File: src/aluPkg.sv
// datapath widths, opcodes, status bit positions, queue depth, phases and the command word
package aluPkg;

    localparam int dataWidth   = 8;
    localparam int opCodeWidth = 4;

    // alu opcodes
    localparam logic [opCodeWidth-1:0] opLda = 4'd0;
    localparam logic [opCodeWidth-1:0] opAdc = 4'd1;
    localparam logic [opCodeWidth-1:0] opSbc = 4'd2;
    localparam logic [opCodeWidth-1:0] opAnd = 4'd3;
    localparam logic [opCodeWidth-1:0] opEor = 4'd4;
    localparam logic [opCodeWidth-1:0] opOra = 4'd5;
    localparam logic [opCodeWidth-1:0] opLsr = 4'd6;
    localparam logic [opCodeWidth-1:0] opRor = 4'd7;

    // status layout NV-BDIZC
    localparam int statusN      = 7;
    localparam int statusV      = 6;
    localparam int statusUnused = 5;
    localparam int statusB      = 4;
    localparam int statusD      = 3;
    localparam int statusI      = 2;
    localparam int statusZ      = 1;
    localparam int statusC      = 0;

    localparam logic [dataWidth-1:0] statusResetValue = 8'h20;

    localparam int queueDepth     = 4;
    localparam int queueAddrWidth = 2;

    // execute unit phases
    localparam logic [1:0] phaseIdle   = 2'd0;
    localparam logic [1:0] phaseAdjust = 2'd1;
    localparam logic [1:0] phaseCommit = 2'd2;

    // one bus word, read either as an alu command or as a status image
    typedef union packed {
        struct packed {
            logic [opCodeWidth-1:0] opCode;
            logic [3:0]             reserved;
            logic [dataWidth-1:0]   operand;
        } opView;
        struct packed {
            logic [dataWidth-1:0] reserved;
            logic [dataWidth-1:0] statusImage;
        } flagView;
    } commandWord;

endpackage

File: src/busPkg.sv
// Wishbone word widths and register map of the accumulator unit
package busPkg;

    // data word carries a command on writes, status and accumulator on reads
    localparam int busDataWidth = 16;
    localparam int busAddrWidth = 2;

    // write addresses
    localparam logic [busAddrWidth-1:0] addrOperation  = 2'd0;
    localparam logic [busAddrWidth-1:0] addrStatusLoad = 2'd1;

    // read address, though any address returns the same word
    localparam logic [busAddrWidth-1:0] addrResult     = 2'd2;

endpackage
File: src/accumulatorUnit.sv
// top level joining the Wishbone port, command queue and execute unit
`timescale 1ns/100ps

module accumulatorUnit
    import busPkg::*;
(
    input  logic                    phi2,
    input  logic                    rstAll,
    input  logic                    cyc,
    input  logic                    stb,
    input  logic                    we,
    input  logic [busAddrWidth-1:0] adr,
    input  logic [busDataWidth-1:0] datIn,
    output logic [busDataWidth-1:0] datOut,
    output logic                    ack
);

    logic                    pushValid;
    logic                    pushIsFlagLoad;
    logic [busDataWidth-1:0] pushWord;
    logic                    full;
    logic                    empty;
    logic                    headValid;
    logic                    headIsFlagLoad;
    logic [busDataWidth-1:0] headWord;
    logic                    pop;
    logic                    busy;
    // status in the high half, accumulator in the low half
    logic [busDataWidth-1:0] resultWord;

    wbCommandPort wbCommandPort_inst (
        .phi2           (phi2),
        .rstAll         (rstAll),
        .cyc            (cyc),
        .stb            (stb),
        .we             (we),
        .adr            (adr),
        .datIn          (datIn),
        .datOut         (datOut),
        .ack            (ack),
        .full           (full),
        .queueEmpty     (empty),
        .busy           (busy),
        .accValue       (resultWord[busDataWidth/2-1:0]),
        .statusValue    (resultWord[busDataWidth-1:busDataWidth/2]),
        .pushValid      (pushValid),
        .pushIsFlagLoad (pushIsFlagLoad),
        .pushWord       (pushWord)
    );

    commandQueue commandQueue_inst (
        .phi2           (phi2),
        .rstAll         (rstAll),
        .pushValid      (pushValid),
        .pushIsFlagLoad (pushIsFlagLoad),
        .pushWord       (pushWord),
        .pop            (pop),
        .headValid      (headValid),
        .headIsFlagLoad (headIsFlagLoad),
        .headWord       (headWord),
        .full           (full),
        .empty          (empty)
    );

    executeUnit executeUnit_inst (
        .phi2           (phi2),
        .rstAll         (rstAll),
        .headValid      (headValid),
        .headIsFlagLoad (headIsFlagLoad),
        .headWord       (headWord),
        .pop            (pop),
        .busy           (busy),
        .accValue       (resultWord[busDataWidth/2-1:0]),
        .statusValue    (resultWord[busDataWidth-1:busDataWidth/2])
    );

endmodule

File: src/executeUnit.sv
// hold register, accumulator, status register and command sequencing
`timescale 1ns/100ps

module executeUnit
    import aluPkg::*;
(
    input  logic                 phi2,
    input  logic                 rstAll,
    input  logic                 headValid,
    input  logic                 headIsFlagLoad,
    input  commandWord           headWord,
    output logic                 pop,
    output logic                 busy,
    output logic [dataWidth-1:0] accValue,
    output logic [dataWidth-1:0] statusValue
);

    logic [1:0]             phase;
    logic [dataWidth-1:0]   acc;
    logic [dataWidth-1:0]   status;
    logic [opCodeWidth-1:0] opCode;
    logic                   isArith;
    logic                   isShift;
    logic                   startOp;
    logic [dataWidth-1:0]   aluResult;
    logic                   aluCarry;
    logic                   aluOverflow;
    logic                   aluHalfCarry;
    logic [dataWidth-1:0]   adjusted;
    logic                   decimalCarry;
    // hold register between compute and commit
    logic [dataWidth-1:0]   heldResult;
    logic                   heldCarry;
    logic                   heldOverflow;
    logic                   heldHalfCarry;
    logic [dataWidth-1:0]   loadImage;
    logic [dataWidth-1:0]   commitStatus;

    // head entry stays put until popped, so it is read again at commit
    assign opCode  = headWord.opView.opCode;
    assign isArith = (opCode == opAdc) | (opCode == opSbc);
    assign isShift = (opCode == opLsr) | (opCode == opRor);
    assign startOp = (phase == phaseIdle) & headValid & ~headIsFlagLoad;

    binaryAlu binaryAlu_inst (
        .opCode    (opCode),
        .accIn     (acc),
        .operand   (headWord.opView.operand),
        .carryIn   (status[statusC]),
        .result    (aluResult),
        .carryOut  (aluCarry),
        .overflow  (aluOverflow),
        .halfCarry (aluHalfCarry)
    );

    decimalAdjust decimalAdjust_inst (
        .heldResult    (heldResult),
        .isSubtract    (opCode == opSbc),
        .heldCarry     (heldCarry),
        .heldHalfCarry (heldHalfCarry),
        .adjusted      (adjusted),
        .decimalCarry  (decimalCarry)
    );

    always_comb begin
        loadImage               = headWord.flagView.statusImage;
        loadImage[statusUnused] = 1'b1;
        loadImage[statusB]      = 1'b0;
        // N and Z always follow the value written
        commitStatus          = status;
        commitStatus[statusN] = heldResult[dataWidth-1];
        commitStatus[statusZ] = (heldResult == '0);
        if (isArith | isShift) begin
            commitStatus[statusC] = heldCarry;
        end
        if (isArith) begin
            commitStatus[statusV] = heldOverflow;
        end
    end

    // flag loads commit in the cycle they are seen
    assign pop  = (phase == phaseCommit) | ((phase == phaseIdle) & headValid & headIsFlagLoad);
    assign busy = (phase != phaseIdle);

    assign accValue    = acc;
    assign statusValue = status;

    always_ff @(posedge phi2 or posedge rstAll) begin
        if (rstAll) begin
            phase  <= phaseIdle;
            acc    <= '0;
            status <= statusResetValue;
        end else begin
            case (phase)
                phaseIdle: begin
                    if (headValid & headIsFlagLoad) begin
                        status <= loadImage;
                    end else if (headValid) begin
                        phase <= (isArith & status[statusD]) ? phaseAdjust : phaseCommit;
                    end
                end
                phaseAdjust: phase <= phaseCommit;
                phaseCommit: begin
                    acc    <= heldResult;
                    status <= commitStatus;
                    phase  <= phaseIdle;
                end
                default: phase <= phaseIdle;
            endcase
        end
    end

    // the adjust cycle folds the BCD result and carry back into the hold register
    always_ff @(posedge phi2) begin
        if (startOp) begin
            heldResult    <= aluResult;
            heldCarry     <= aluCarry;
            heldOverflow  <= aluOverflow;
            heldHalfCarry <= aluHalfCarry;
        end else if (phase == phaseAdjust) begin
            heldResult <= adjusted;
            heldCarry  <= decimalCarry;
        end
    end

endmodule

File: src/decimalAdjust.sv
// BCD correction of a held add or subtract result
`timescale 1ns/100ps

module decimalAdjust
    import aluPkg::*;
(
    input  logic [dataWidth-1:0] heldResult,
    input  logic                 isSubtract,
    input  logic                 heldCarry,
    input  logic                 heldHalfCarry,
    output logic [dataWidth-1:0] adjusted,
    output logic                 decimalCarry
);

    logic lowFix;
    logic highFix;

    // add corrects on a digit above nine or a carry out of it,
    // subtract corrects wherever a digit borrowed
    assign lowFix  = isSubtract ? ~heldHalfCarry
                                : (heldResult[3:0] > 4'd9) | heldHalfCarry;
    assign highFix = isSubtract ? ~heldCarry
                                : heldCarry | (heldResult > 8'h99);

    always_comb begin
        adjusted = heldResult;
        if (isSubtract) begin
            if (lowFix) begin
                adjusted = adjusted - 8'h06;
            end
            if (highFix) begin
                adjusted = adjusted - 8'h60;
            end
        end else begin
            if (lowFix) begin
                adjusted = adjusted + 8'h06;
            end
            if (highFix) begin
                adjusted = adjusted + 8'h60;
            end
        end
    end

    // borrow state of a subtract is already right in the binary carry
    assign decimalCarry = isSubtract ? heldCarry : highFix;

endmodule

File: src/binaryAlu.sv
// combinational 8-bit ALU with half-carry, carry and overflow
`timescale 1ns/100ps

module binaryAlu
    import aluPkg::*;
(
    input  logic [opCodeWidth-1:0] opCode,
    input  logic [dataWidth-1:0]   accIn,
    input  logic [dataWidth-1:0]   operand,
    input  logic                   carryIn,
    output logic [dataWidth-1:0]   result,
    output logic                   carryOut,
    output logic                   overflow,
    output logic                   halfCarry
);

    logic [dataWidth-1:0] addend;
    logic [4:0]           lowSum;
    logic [4:0]           highSum;

    // subtract is an add of the inverted operand, borrow is the inverted carry
    assign addend = (opCode == opSbc) ? ~operand : operand;

    always_comb begin
        result    = '0;
        carryOut  = 1'b0;
        overflow  = 1'b0;
        halfCarry = 1'b0;
        lowSum    = '0;
        highSum   = '0;
        case (opCode)
            opAdc, opSbc: begin
                // nibble at a time so the half-carry falls out
                lowSum    = {1'b0, accIn[3:0]} + {1'b0, addend[3:0]} + {4'b0, carryIn};
                halfCarry = lowSum[4];
                highSum   = {1'b0, accIn[7:4]} + {1'b0, addend[7:4]} + {4'b0, halfCarry};
                carryOut  = highSum[4];
                result    = {highSum[3:0], lowSum[3:0]};
                // same-sign addends giving a result of the other sign
                overflow  = (accIn[7] == addend[7]) & (result[7] != accIn[7]);
            end
            opAnd: result = accIn & operand;
            opEor: result = accIn ^ operand;
            opOra: result = accIn | operand;
            opLsr: begin
                result   = {1'b0, accIn[dataWidth-1:1]};
                carryOut = accIn[0];
            end
            opRor: begin
                result   = {carryIn, accIn[dataWidth-1:1]};
                carryOut = accIn[0];
            end
            opLda: result = operand;
            default: result = '0;
        endcase
    end

endmodule

File: src/commandQueue.sv
// circular FIFO of pending commands with simultaneous push and pop
`timescale 1ns/100ps

module commandQueue
    import aluPkg::*;
(
    input  logic       phi2,
    input  logic       rstAll,
    input  logic       pushValid,
    input  logic       pushIsFlagLoad,
    input  commandWord pushWord,
    input  logic       pop,
    output logic       headValid,
    output logic       headIsFlagLoad,
    output commandWord headWord,
    output logic       full,
    output logic       empty
);

    commandWord                wordMem [queueDepth];
    logic [queueDepth-1:0]     flagLoadMem;
    logic [queueAddrWidth-1:0] wrPtr;
    logic [queueAddrWidth-1:0] rdPtr;
    logic [queueAddrWidth:0]   count;
    logic                      doPush;
    logic                      doPop;

    assign full  = (count == (queueAddrWidth + 1)'(queueDepth));
    assign empty = (count == '0);

    assign doPush = pushValid & ~full;
    assign doPop  = pop & ~empty;

    assign headValid      = ~empty;
    assign headWord       = wordMem[rdPtr];
    assign headIsFlagLoad = flagLoadMem[rdPtr];

    // pointers wrap on their own since the depth is a power of two
    always_ff @(posedge phi2 or posedge rstAll) begin
        if (rstAll) begin
            wrPtr <= '0;
            rdPtr <= '0;
            count <= '0;
        end else begin
            if (doPush) begin
                wrPtr <= wrPtr + 1'b1;
            end
            if (doPop) begin
                rdPtr <= rdPtr + 1'b1;
            end
            case ({doPush, doPop})
                2'b10:   count <= count + 1'b1;
                2'b01:   count <= count - 1'b1;
                default: count <= count;
            endcase
        end
    end

    always_ff @(posedge phi2) begin
        if (doPush) begin
            wordMem[wrPtr]     <= pushWord;
            flagLoadMem[wrPtr] <= pushIsFlagLoad;
        end
    end

endmodule

File: src/wbCommandPort.sv
// Wishbone classic slave that queues command writes and returns status and accumulator
`timescale 1ns/100ps

module wbCommandPort
    import aluPkg::*;
    import busPkg::*;
(
    input  logic                    phi2,
    input  logic                    rstAll,
    input  logic                    cyc,
    input  logic                    stb,
    input  logic                    we,
    input  logic [busAddrWidth-1:0] adr,
    input  commandWord              datIn,
    output logic [busDataWidth-1:0] datOut,
    output logic                    ack,
    input  logic                    full,
    input  logic                    queueEmpty,
    input  logic                    busy,
    input  logic [dataWidth-1:0]    accValue,
    input  logic [dataWidth-1:0]    statusValue,
    output logic                    pushValid,
    output logic                    pushIsFlagLoad,
    output commandWord              pushWord
);

    logic cycleActive;
    logic writeAccept;
    logic readAccept;

    // ack is still high on the edge the master sees it, so that edge is skipped
    assign cycleActive = cyc & stb & ~ack;

    // a full queue just delays the ack
    assign writeAccept = cycleActive & we & ~full;

    // reads wait until every accepted command has committed
    assign readAccept = cycleActive & ~we & queueEmpty & ~busy;

    assign pushValid      = writeAccept;
    assign pushIsFlagLoad = (adr == addrStatusLoad);
    assign pushWord       = datIn;

    always_ff @(posedge phi2 or posedge rstAll) begin
        if (rstAll) begin
            ack <= 1'b0;
        end else begin
            ack <= writeAccept | readAccept;
        end
    end

    // status in the high byte, accumulator in the low byte
    always_ff @(posedge phi2) begin
        if (readAccept) begin
            datOut <= {statusValue, accValue};
        end
    end

endmodule

File: config.mk
export PLATFORM = sky130hd
export DESIGN_NAME = accumulatorUnit
export DESIGN_NICKNAME = d
export VERILOG_FILES = /design/src/aluPkg.sv /design/src/busPkg.sv /design/src/accumulatorUnit.sv /design/src/executeUnit.sv /design/src/decimalAdjust.sv /design/src/binaryAlu.sv /design/src/commandQueue.sv /design/src/wbCommandPort.sv
export SDC_FILE = /design/constraint.sdc
export NUM_CORES = 1
export LEC_CHECK = 0
export BUFFER_PORTS_ARGS = -buffer_cell sky130_fd_sc_hd__buf_2
export CAP_MARGIN = 20
export CORE_MARGIN = 8
export CORE_UTILIZATION = 45
export DETAILED_ROUTE_END_ITERATION = 7
export PLACE_DENSITY = 0.71
export SKIP_CTS_REPAIR_TIMING = 1
export SKIP_LAST_GASP = 1
export SLEW_MARGIN = 10
export SYNTH_ARGS = -nofsm -noshare
export SYNTH_HDL_FRONTEND = slang
export SYNTH_SLANG_ARGS = --single-unit
File: constraint.sdc
create_clock -name phi2 -period 7 [get_ports phi2]
set_clock_uncertainty 0.1 [all_clocks]
set_input_delay 0.35 -clock phi2 [delete_from_list [all_inputs] [get_ports phi2]]
set_output_delay 0.35 -clock phi2 [all_outputs]
set_load 0.02 [all_outputs]
======== Word-level counts from Yosys, hierarchy flattened ========
Memory sizes are Yosys's and may differ from the RTL's.
Index checks and enable logic that the tools add are counted.
operators by class
  add/sub/neg operators ................... 12
  $lt $le $gt $ge ......................... 5
  equality and inequality tests ........... 21
  muxes and demuxes ....................... 33
  bitwise operators ....................... 35
  reductions and logical operators ........ 17
operators by type and width
  cell                                                  number
  two-way mux 8 bit                                     11
  one-hot mux 8 bit (7 select lines)                    1
  equality test 4 x 3 -> 1 bit (second input constant)  4
  one-hot mux 8 bit (2 select lines)                    1
  AND 1 bit                                             15
  two-way mux 1 bit                                     11
  adder 4 x 4 -> 5 bit                                  2
  adder 5 x 1 -> 5 bit                                  2
  inverter 1 bit                                        9
  AND reduction 3 bit                                   3
  adder 8 x 3 -> 8 bit (second input constant)          1
  adder 8 x 7 -> 8 bit (second input constant)          1
  AND 8 bit                                             1
  equality test 4 x 2 -> 1 bit (second input constant)  2
  > comparator 8 bit (second input constant)            1
  zero test 8 bit                                       1
  inverter 8 bit                                        1
  bitwise OR 8 bit                                      1
  nonzero test 2 bit                                    4
  subtractor 8 x 3 -> 8 bit (second input constant)     1
  subtractor 8 x 7 -> 8 bit (second input constant)     1
  bitwise XOR 8 bit                                     1
  bitwise OR 1 bit                                      7
  equality test 2 x 1 -> 1 bit (second input constant)  3
  26 further kinds                                      38
word-level totals
  bits in registers ....................... 57
  memory bits (writable) .................. 64
  input port bits ......................... 23
  output and inout port bits .............. 17
  word-level logic and storage cells ...... 140
  memories ................................ 1
memory list
  name                       words  bits a word  read ports  clocked after Yosys merged registers in  write ports  RTL line            RTL
  commandQueue_inst.wordMem  4      16           1           0                                        1            commandQueue.sv:20  commandWord wordMem [queueDepth];

======== Longest topological paths before layout ========
Gate-level depths: netlist (run 1).
  depth after elaboration ................. 10
  gate-level depth with buffers ........... 21
  mapped depth without buffers ............ 17

======== Cells and area by module ========
A second synthesis (run 1) with hierarchy kept.
unflattened totals
  cell total of the unflattened synthesis .. 482
  area total of the unflattened synthesis .. 6,645.1 sq um
by module, submodules not included
  module         times used  cells each  area each (sq um)  seq. area each (sq um)
  commandQueue   1           128         2,930.3            2,217.1
  executeUnit    1           88          1,291.2            757.0
  binaryAlu      1           149         1,148.6            0.0
  wbCommandPort  1           41          675.6              505.5
  decimalAdjust  1           76          599.3              0.0

======== Least setup slack after synthesis (run 1) ========
No wires, ideal clock.
  path kind ............................... register to register
  from .................................... reg commandQueue_inst.rdPtr[0]
  to ...................................... reg executeUnit_inst.heldResult[6] (data pin)
  library setup time ...................... 268 ps
  arrival time ............................ 4,243 ps
  data required time ...................... 6,632 ps
  path slack .............................. 2,389 ps
  cell stages (with the launch flop) ...... 22
  path buffers ............................ 4
  period minus slack after synthesis ...... 4,611 ps
  cell sequence ........................... dfrtp_1 buf_6 mux4_2 buf_6 nor4b_4 buf_6 buf_4 xnor2_1 fa_1 inv_1 fa_1 nand2_1 nand2_1 a21oi_1 fa_1 fa_1 xor2_1 nor2_1 nor2_1 a22oi_1 mux2i_1 o211ai_1
between the ends
  cells in the longest elaborated chain, start to end .. 10
  elaborated cells on any way between the ends .. 37
  those cells by class .................... 6 x add/sub; 7 x eq/ne; 15 x mux; 6 x bitwise; 2 x reduce/logical; 1 x memory
RTL lines
  what                                                              RTL line            RTL
  from (decl)                                                       commandQueue.sv:23  logic [queueAddrWidth-1:0] rdPtr;
  from (signal assigned)                                            commandQueue.sv:49  rdPtr <= rdPtr + 1'b1;
  branches (longest 9 deep; another with memory read (4 x 16 bit))  n/a
  two-way mux 8 bit *                                               executeUnit.sv:115  if (startOp) begin
  to (signal assigned)                                              executeUnit.sv:116  heldResult <= aluResult;
  to (signal assigned)                                              executeUnit.sv:121  heldResult <= adjusted;
  to (decl)                                                         executeUnit.sv:32   logic [dataWidth-1:0] heldResult;
Every way passes the cells marked *. The select of a mux whose other input is x is not followed.
A chain may end at the register's enable or synchronous reset.

======== Worst setup path in the final report (run 1) ========
Ends and elaborated chain as after synthesis.

==> flow_metrics.py, run 1 <==
metrics = {
    "floorplanning": {
        "die_area_sq_um": 16100,
        "die_y_microns": 127,
        "core_area_sq_um": 12000,
        "start_util": 0.461,
        "io-pin-count": 40,
        "die_w_microns": 127,
        "rows": 40,
    },
    "pwr": {
        "power_density_nw_per_um2": 498,
        "peakVddDrop_v": 0.000262,
        "leakage_nw": 2.39,
    },
    "synth": {
        "seq_area_frac_synth": 0.537,
        "synth_nets": 514,
        "yosys.area_share.simple": 0.105,
        "synth-adder-area-share": 0.0882,
        "synth_area_sq_um": 5530,
        "yosys_register_bits": 103,
        "synth_top_family_by_area": "compound AO/OA/AOI/OAI gates",
        "async_reset_ff_frac": 0.243,
        "synth_cells": 455,
        "syn_avg_cell_area_sq_um": 12.2,
        "ys.flop_type": "edfxtp_1",
        "synth_edf_count": 78,
        "synth_warnings": 0,
        "synthXorXnorAreaFrac": 0.0459,
        "synth-compound-area-share": 0.106,
        "synth.distinct_cells": 58,
        "muxShareOfSynthArea": 0.0710,
    },
    "worst_setup_path": {
        "crit_path_start_kind": "flop",
        "crit_required_ns": 6.99,
        "crit_fanout": 24,
        "cp.arrival_ns": 5.24,
        "criticalPathCategory": "reg -> reg",
        "end_kind": "flop",
    },
    "cts": {
        "cts_sinks": 103,
        "root_buffer": "clkbuf_16",
        "cts_buffers": 9,
        "tritoncts": "built",
        "clockBufferDepth": 2,
        "clk_pin_slew_ns": 0.08,
        "insertion_delay_ns": 0.35,
        "htreeDepth": 3,
    },
    "grt": {
        "grt_pass1_vias": 3760,
        "grt_max_degree": 26,
        "antenna_found_initial": 0,
        "grt_use_total": 0.154,
        "overflow": 0,
        "grt_pass1_wl_microns": 19700,
    },
    "timing": {
        "finalSetupTns_ns": 0,
        "rsz0062_at_grt": "false",
        "period_share": 0.751,
        "slew_headroom": 0.421,
        "worst_pin_slew_ns": 0.869,
        "min_period_ns": 5.25,
        "timing.hold.ws_ns": 0.110,
        "max_freq_mhz": 190,
        "setup_viol": 0,
        "slew_violations": 0,
        "hold_viol": 0,
    },
    "place": {
        "hpwl_microns": 8700,
        "gp_congestion": 0.898,
        "portBuffers": 34,
    },
    "detailed_routing": {
        "routed_via_density": 5.69,
        "drc": 0,
        "post_drt_wl_per_cell_microns": 18.9,
        "dr.pass1.iters": 5,
        "vias": 3613,
        "wl_microns": 12000,
        "antenna_left": 0,
        "drt_iter0_drc": 193,
    },
    "layout": {
        "drive_gt1_frac": 0.154,
        "num_antenna_cells": 0,
        "area_delta_synth_final_pct": 11.0,
        "fillers": 1044,
        "final_common_cell": "edfxtp_1",
        "final_nets": 542,
        "layout_common_cells": "edfxtp_1 (78), nand2_1 (39), inv_1 (38)",
    },
    "min_path": {
        "hold_path_class": "in -> reg",
    },
    "run_status": {
        "status": "finished clean",
    },
    "flow_run": {
        "cap_violations": 0,
    },
}
[path summary, 6_finish.rpt]
| path | slack (ns) | cells past startpoint | from | endpoint |
|---|---|---|---|---|
| max | 1.75 | 18 | commandQueue_inst.rdPtr[0]$_DFFE_PP0P_ | executeUnit_inst.heldResult[6]$_DFFE_PP_ |
| min | 0.11 | 1 | datIn[5] | commandQueue_inst.wordMem[0][5]$_DFFE_PP_ |
| max reg2reg | 1.75 | 18 | commandQueue_inst.rdPtr[0]$_DFFE_PP0P_ | executeUnit_inst.heldResult[6]$_DFFE_PP_ |
| min reg2reg | 0.35 | 0 | executeUnit_inst.statusValue[6]$_DFFE_PP0P_ | wbCommandPort_inst.datOut[14]$_DFFE_PP_ |
| max in group asynchronous | 5.80 | 4 | rstAll | executeUnit_inst.statusValue[5]$_DFFE_PP1P_ |
| min in group asynchronous | 0.47 | 3 | rstAll | executeUnit_inst.phase[1]$_DFFE_PP0P_ |
[registers in the layout, summed over array words and instances (netlist names)]
name	flops
commandQueue_inst.wordMem	48
wbCommandPort_inst.datOut	15
executeUnit_inst.accValue	8
executeUnit_inst.heldResult	8
executeUnit_inst.statusValue	7
commandQueue_inst.flagLoadMem	4
commandQueue_inst.count	3
commandQueue_inst.rdPtr	2
commandQueue_inst.wrPtr	2
executeUnit_inst.phase	2
executeUnit_inst.heldCarry	1
executeUnit_inst.heldHalfCarry	1
executeUnit_inst.heldOverflow	1
wbCommandPort_inst.ack	1
[where the power goes]
| group | leakage (nW) | switching, W | internal, W |
|---|---|---|---|
| sequential | 1.02 | 0.000171 | 0.000825 |
| clock | 0.147 | 0.000254 | 0.000257 |
| combinational | 1.23 | 0.000904 | 0.000650 |
[critical path, cell delays in order, from the launching register on]
cell      delay, ns
dfrtp_1        0.69
mux4_2         0.80
nor4b_4        0.27
buf_4          0.37
xnor2_1        0.13
fa_1           0.40
inv_1          0.08
fa_1           0.19
nand2_1        0.06
nand2_1        0.06
a21oi_1        0.15
fa_1           0.51
fa_1           0.42
xor2_1         0.23
nor2_1         0.06
nor2_1         0.10
a22oi_1        0.08
mux2i_1        0.17
o211ai_1       0.10
[area by class of cell]
type                       instances  area [sq um]  area share
multi-input combinational        292          2310       0.376
clock inverter                     7          85.1      0.0138
sequential                       103          2970       0.483
timing repair buffer              39           230      0.0375
clock buffer                       9           225      0.0367
inverter                          38           143      0.0232
tap                              147           184      0.0299
[logic make-up after synthesis]
logic type,Yosys count
XOR/XNOR,29
flip-flops,103
other,1
buffers and inverters,60
AO/OA/AOI/OAI,89
multiplexers,23
adder cells (fa/ha/maj),36
AND/OR/NAND/NOR,114
[metrics by stage]
| step | setup slack, ns | utilization | std cells | power, W | cell area, sq um |
|---|---|---|---|---|---|
| 2_1_floorplan | 2.39 | - | 455 | 0.00216 | 5530 |
| 3_3_place_gp | 1.88 | 0.483 | 617 | 0.00249 | 5800 |
| 5_1_grt | 1.34 | 0.511 | 635 | 0.00329 | 6140 |
| 4_1_cts | 1.75 | 0.508 | 633 | 0.00306 | 6110 |
| 3_5_place_dp | 1.80 | 0.483 | 617 | 0.00254 | 5800 |
| 6_report | 1.75 | 0.511 | 635 | 0.00306 | 6140 |
[routing by layer]
metal  global-route usage  vias up  part of all wire
li1                     -     1709                 -
met1                0.197     1769              0.43
met2                0.258      120              0.50
met3               0.0260       15             0.057
met4               0.0560        0             0.017
met5                    0        -                 0
[synth_stat cells, types with 3 or more instances]
library cell | number | share of area
o22ai_1 | 5 | 0.0057
o211ai_1 | 4 | 0.0054
a21o_1 | 4 | 0.0054
nor2_1 | 22 | 0.015
mux4_2 | 13 | 0.053
and2_1 | 5 | 0.0057
clkbuf_1 | 14 | 0.0095
nand2_1 | 39 | 0.026
xor2_1 | 11 | 0.017
a222oi_1 | 4 | 0.0072
o21ai_0 | 27 | 0.024
nor2b_1 | 8 | 0.0090
nand3b_1 | 4 | 0.0054
a211oi_1 | 3 | 0.0041
mux2i_1 | 10 | 0.018
nor3_1 | 8 | 0.0072
a22o_1 | 4 | 0.0063
or2_2 | 3 | 0.0034
dfrtp_1 | 24 | 0.11
xnor2_1 | 18 | 0.028
inv_1 | 38 | 0.026
buf_6 | 3 | 0.0061
a21oi_1 | 18 | 0.016
nand3_1 | 5 | 0.0045
nand2b_1 | 6 | 0.0068
nor4_1 | 4 | 0.0045
edfxtp_1 | 78 | 0.42
ha_1 | 31 | 0.070
fa_1 | 5 | 0.018
No activity file was read; power rests on OpenSTA's default activity.
==> run 2, diff against run 1 <==
==> constraint.sdc (replaced) <==
create_clock -name phi2 -period 5.49 [get_ports phi2]
set_clock_uncertainty 0.1 [all_clocks]
set_input_delay 0.2745 -clock phi2 [delete_from_list [all_inputs] [get_ports phi2]]
set_output_delay 0.2745 -clock phi2 [all_outputs]
set_load 0.02 [all_outputs]
==> run 2 against run 1 <==
  * Combinational power is 30% higher
  * Global-route usage is 0.14 points higher
  * Die area stayed put
  * Non-clock buffer count is 2 higher
  * Fmax is 7.4% higher
  * Largest cell class unchanged
  * Cell count is 0.31% higher
  * Critical path depth is 2 lower
  * Critical path type unchanged
  * Cell area is 0.43% lower
  * Sequential power is 27% higher
  * Clock-buffer cell count is 1 higher
  * Sequential share of layout area is 0.21 points higher
  * First-iteration DRC count is 68% higher
==> flow_metrics.py, run 2 (same netlist as run 1, synthesis figures left out) <==
metrics = {
    "run_status": {
        "status": "finished clean",
    },
    "worst_setup_path": {
        "cp.arrival_ns": 4.88,
        "criticalPathCategory": "reg -> reg",
        "crit_path_start_kind": "flop",
        "crit_required_ns": 5.48,
        "end_kind": "flop",
        "crit_fanout": 23,
    },
    "detailed_routing": {
        "dr.pass1.iters": 5,
        "drt_iter0_drc": 325,
        "antenna_left": 0,
        "post_drt_wl_per_cell_microns": 18.9,
        "routed_via_density": 5.67,
        "drc": 0,
        "wl_microns": 12000,
        "vias": 3613,
    },
    "floorplanning": {
        "die_y_microns": 127,
        "die_area_sq_um": 16100,
        "start_util": 0.461,
        "core_area_sq_um": 12000,
        "die_w_microns": 127,
        "rows": 40,
        "io-pin-count": 40,
    },
    "layout": {
        "largest-register": "commandQueue_inst.wordMem",
        "instances_no_fill": 637,
        "num_antenna_cells": 0,
        "post-route-util": 0.509,
        "area_delta_synth_final_pct": 10.5,
        "layout_common_cells": "edfxtp_1 (78), nand2_1 (39), inv_1 (38)",
        "fillers": 1031,
        "final_common_cell": "edfxtp_1",
        "multi_input_area_sq_um": 2310,
        "final_nets": 544,
        "largest_reg_flops": 48,
        "reg_top3": "commandQueue_inst.wordMem x48, wbCommandPort_inst.datOut x15",
        "seqCellArea_sq_um": 2970,
        "drive_gt1_frac": 0.155,
    },
    "timing": {
        "slew_violations": 0,
        "rsz0062_at_grt": "false",
        "setup_viol": 0,
        "hold_viol": 0,
        "timing.hold.ws_ns": 0.0406,
        "max_freq_mhz": 204,
        "worst_pin_slew_ns": 0.867,
        "finalSetupTns_ns": 0,
        "min_period_ns": 4.89,
        "period_share": 0.891,
        "final.setup.worst_slack_ns": 0.596,
        "slew_headroom": 0.422,
    },
    "pwr": {
        "seqPwrFrac": 0.326,
        "combPwrFrac": 0.517,
        "p_sw_w": 0.00168,
        "p_sw_frac": 0.432,
        "p_clk_frac": 0.157,
        "power_density_nw_per_um2": 635,
        "intPower_w": 0.00220,
        "peakVddDrop_v": 0.000328,
        "leakage_nw": 2.38,
    },
    "cts": {
        "clockBufferDepth": 2,
        "clk_pin_slew_ns": 0.08,
        "cts_sinks": 103,
        "root_buffer": "clkbuf_16",
        "cts_buffers": 9,
        "htreeDepth": 3,
        "tritoncts": "built",
        "insertion_delay_ns": 0.35,
    },
    "grt": {
        "grt_max_degree": 26,
        "overflow": 0,
        "antenna_found_initial": 0,
        "grt_use_total": 0.155,
        "grt_pass1_vias": 3628,
        "grt_pass1_wl_microns": 19700,
    },
    "place": {
        "gp_congestion": 0.890,
        "dp_cells": 619,
        "hpwl_microns": 8640,
        "portBuffers": 34,
        "pre_cts_ws_ns": 0.585,
    },
    "min_path": {
        "hold_path_class": "in -> reg",
    },
    "flow_run": {
        "cap_violations": 0,
    },
}
-- run 2: area by class of cell --
type / count / area share
Clock buffer: 10 / 0.0374
Inverter: 38 / 0.0233
Clock inverter: 6 / 0.00859
Sequential cell: 103 / 0.485
Tap cell: 147 / 0.0301
Timing Repair Buffer: 41 / 0.0380
Multi-Input combinational cell: 292 / 0.377
-- run 2: power groups by stage --
stage | Combinational [W] | Sequential [W] | Clock (W)
after floorplan | 0.00159 | 0.00116 | 0
after global placement | 0.00192 | 0.00127 | 0
after detailed placement | 0.00196 | 0.00128 | 0
after CTS | 0.00199 | 0.00127 | 0.000622
after global routing | 0.00223 | 0.00129 | 0.000654
final | 0.00201 | 0.00126 | 0.000611
-- run 2: worst paths after layout --
check                      cells after the start  slack, ns                                         from                                     endpoint
max in group asynchronous                      4       4.33                                       rstAll  executeUnit_inst.statusValue[5]$_DFFE_PP1P_
min in group asynchronous                      3       0.40                                       rstAll     executeUnit_inst.accValue[5]$_DFFE_PP0P_
hold reg to reg                                0       0.35  executeUnit_inst.statusValue[1]$_DFFE_PP0P_       wbCommandPort_inst.datOut[9]$_DFFE_PP_
setup / recovery                              16       0.60       commandQueue_inst.rdPtr[0]$_DFFE_PP0P_     executeUnit_inst.heldResult[6]$_DFFE_PP_
hold / removal                                 1       0.04                                     datIn[5]    commandQueue_inst.wordMem[2][5]$_DFFE_PP_
setup reg to reg                              16       0.60       commandQueue_inst.rdPtr[0]$_DFFE_PP0P_     executeUnit_inst.heldResult[6]$_DFFE_PP_
-- run 2: worst max-delay path, cell delays in order, from the launching register on --
cell and delay (ns):
dfrtp_1 0.66, mux4_2 0.79, nor4b_4 0.32, buf_4 0.37, xnor2_1 0.22, fa_1 0.27, nand2_1 0.06, nand2_1 0.07
a21oi_1 0.13, fa_1 0.50, fa_1 0.43, xor2_1 0.21, nor2_1 0.07, nor2_1 0.10, a22oi_1 0.08, mux2i_1 0.16
o211ai_1 0.09
-- run 2: through the flow --
| stage | area (sq um) | total power, W |
|---|---|---|
| 6_report | 6120 | 0.00388 |
| 5_1_grt | 6120 | 0.00417 |
| 4_1_cts | 6090 | 0.00387 |
| 3_5_place_dp | 5810 | 0.00324 |
| 3_3_place_gp | 5810 | 0.00319 |
| 2_1_floorplan | 5530 | 0.00275 |
-- run 2: layer usage --
metal	global-route usage	share of wire	wire, microns	up-vias
met5	0	0	0	-
met4	0.0525	0.021	252	0
met3	0.0314	0.057	682	23
met2	0.248	0.49	5880	135
met1	0.206	0.43	5220	1739
li1	-	-	-	1716
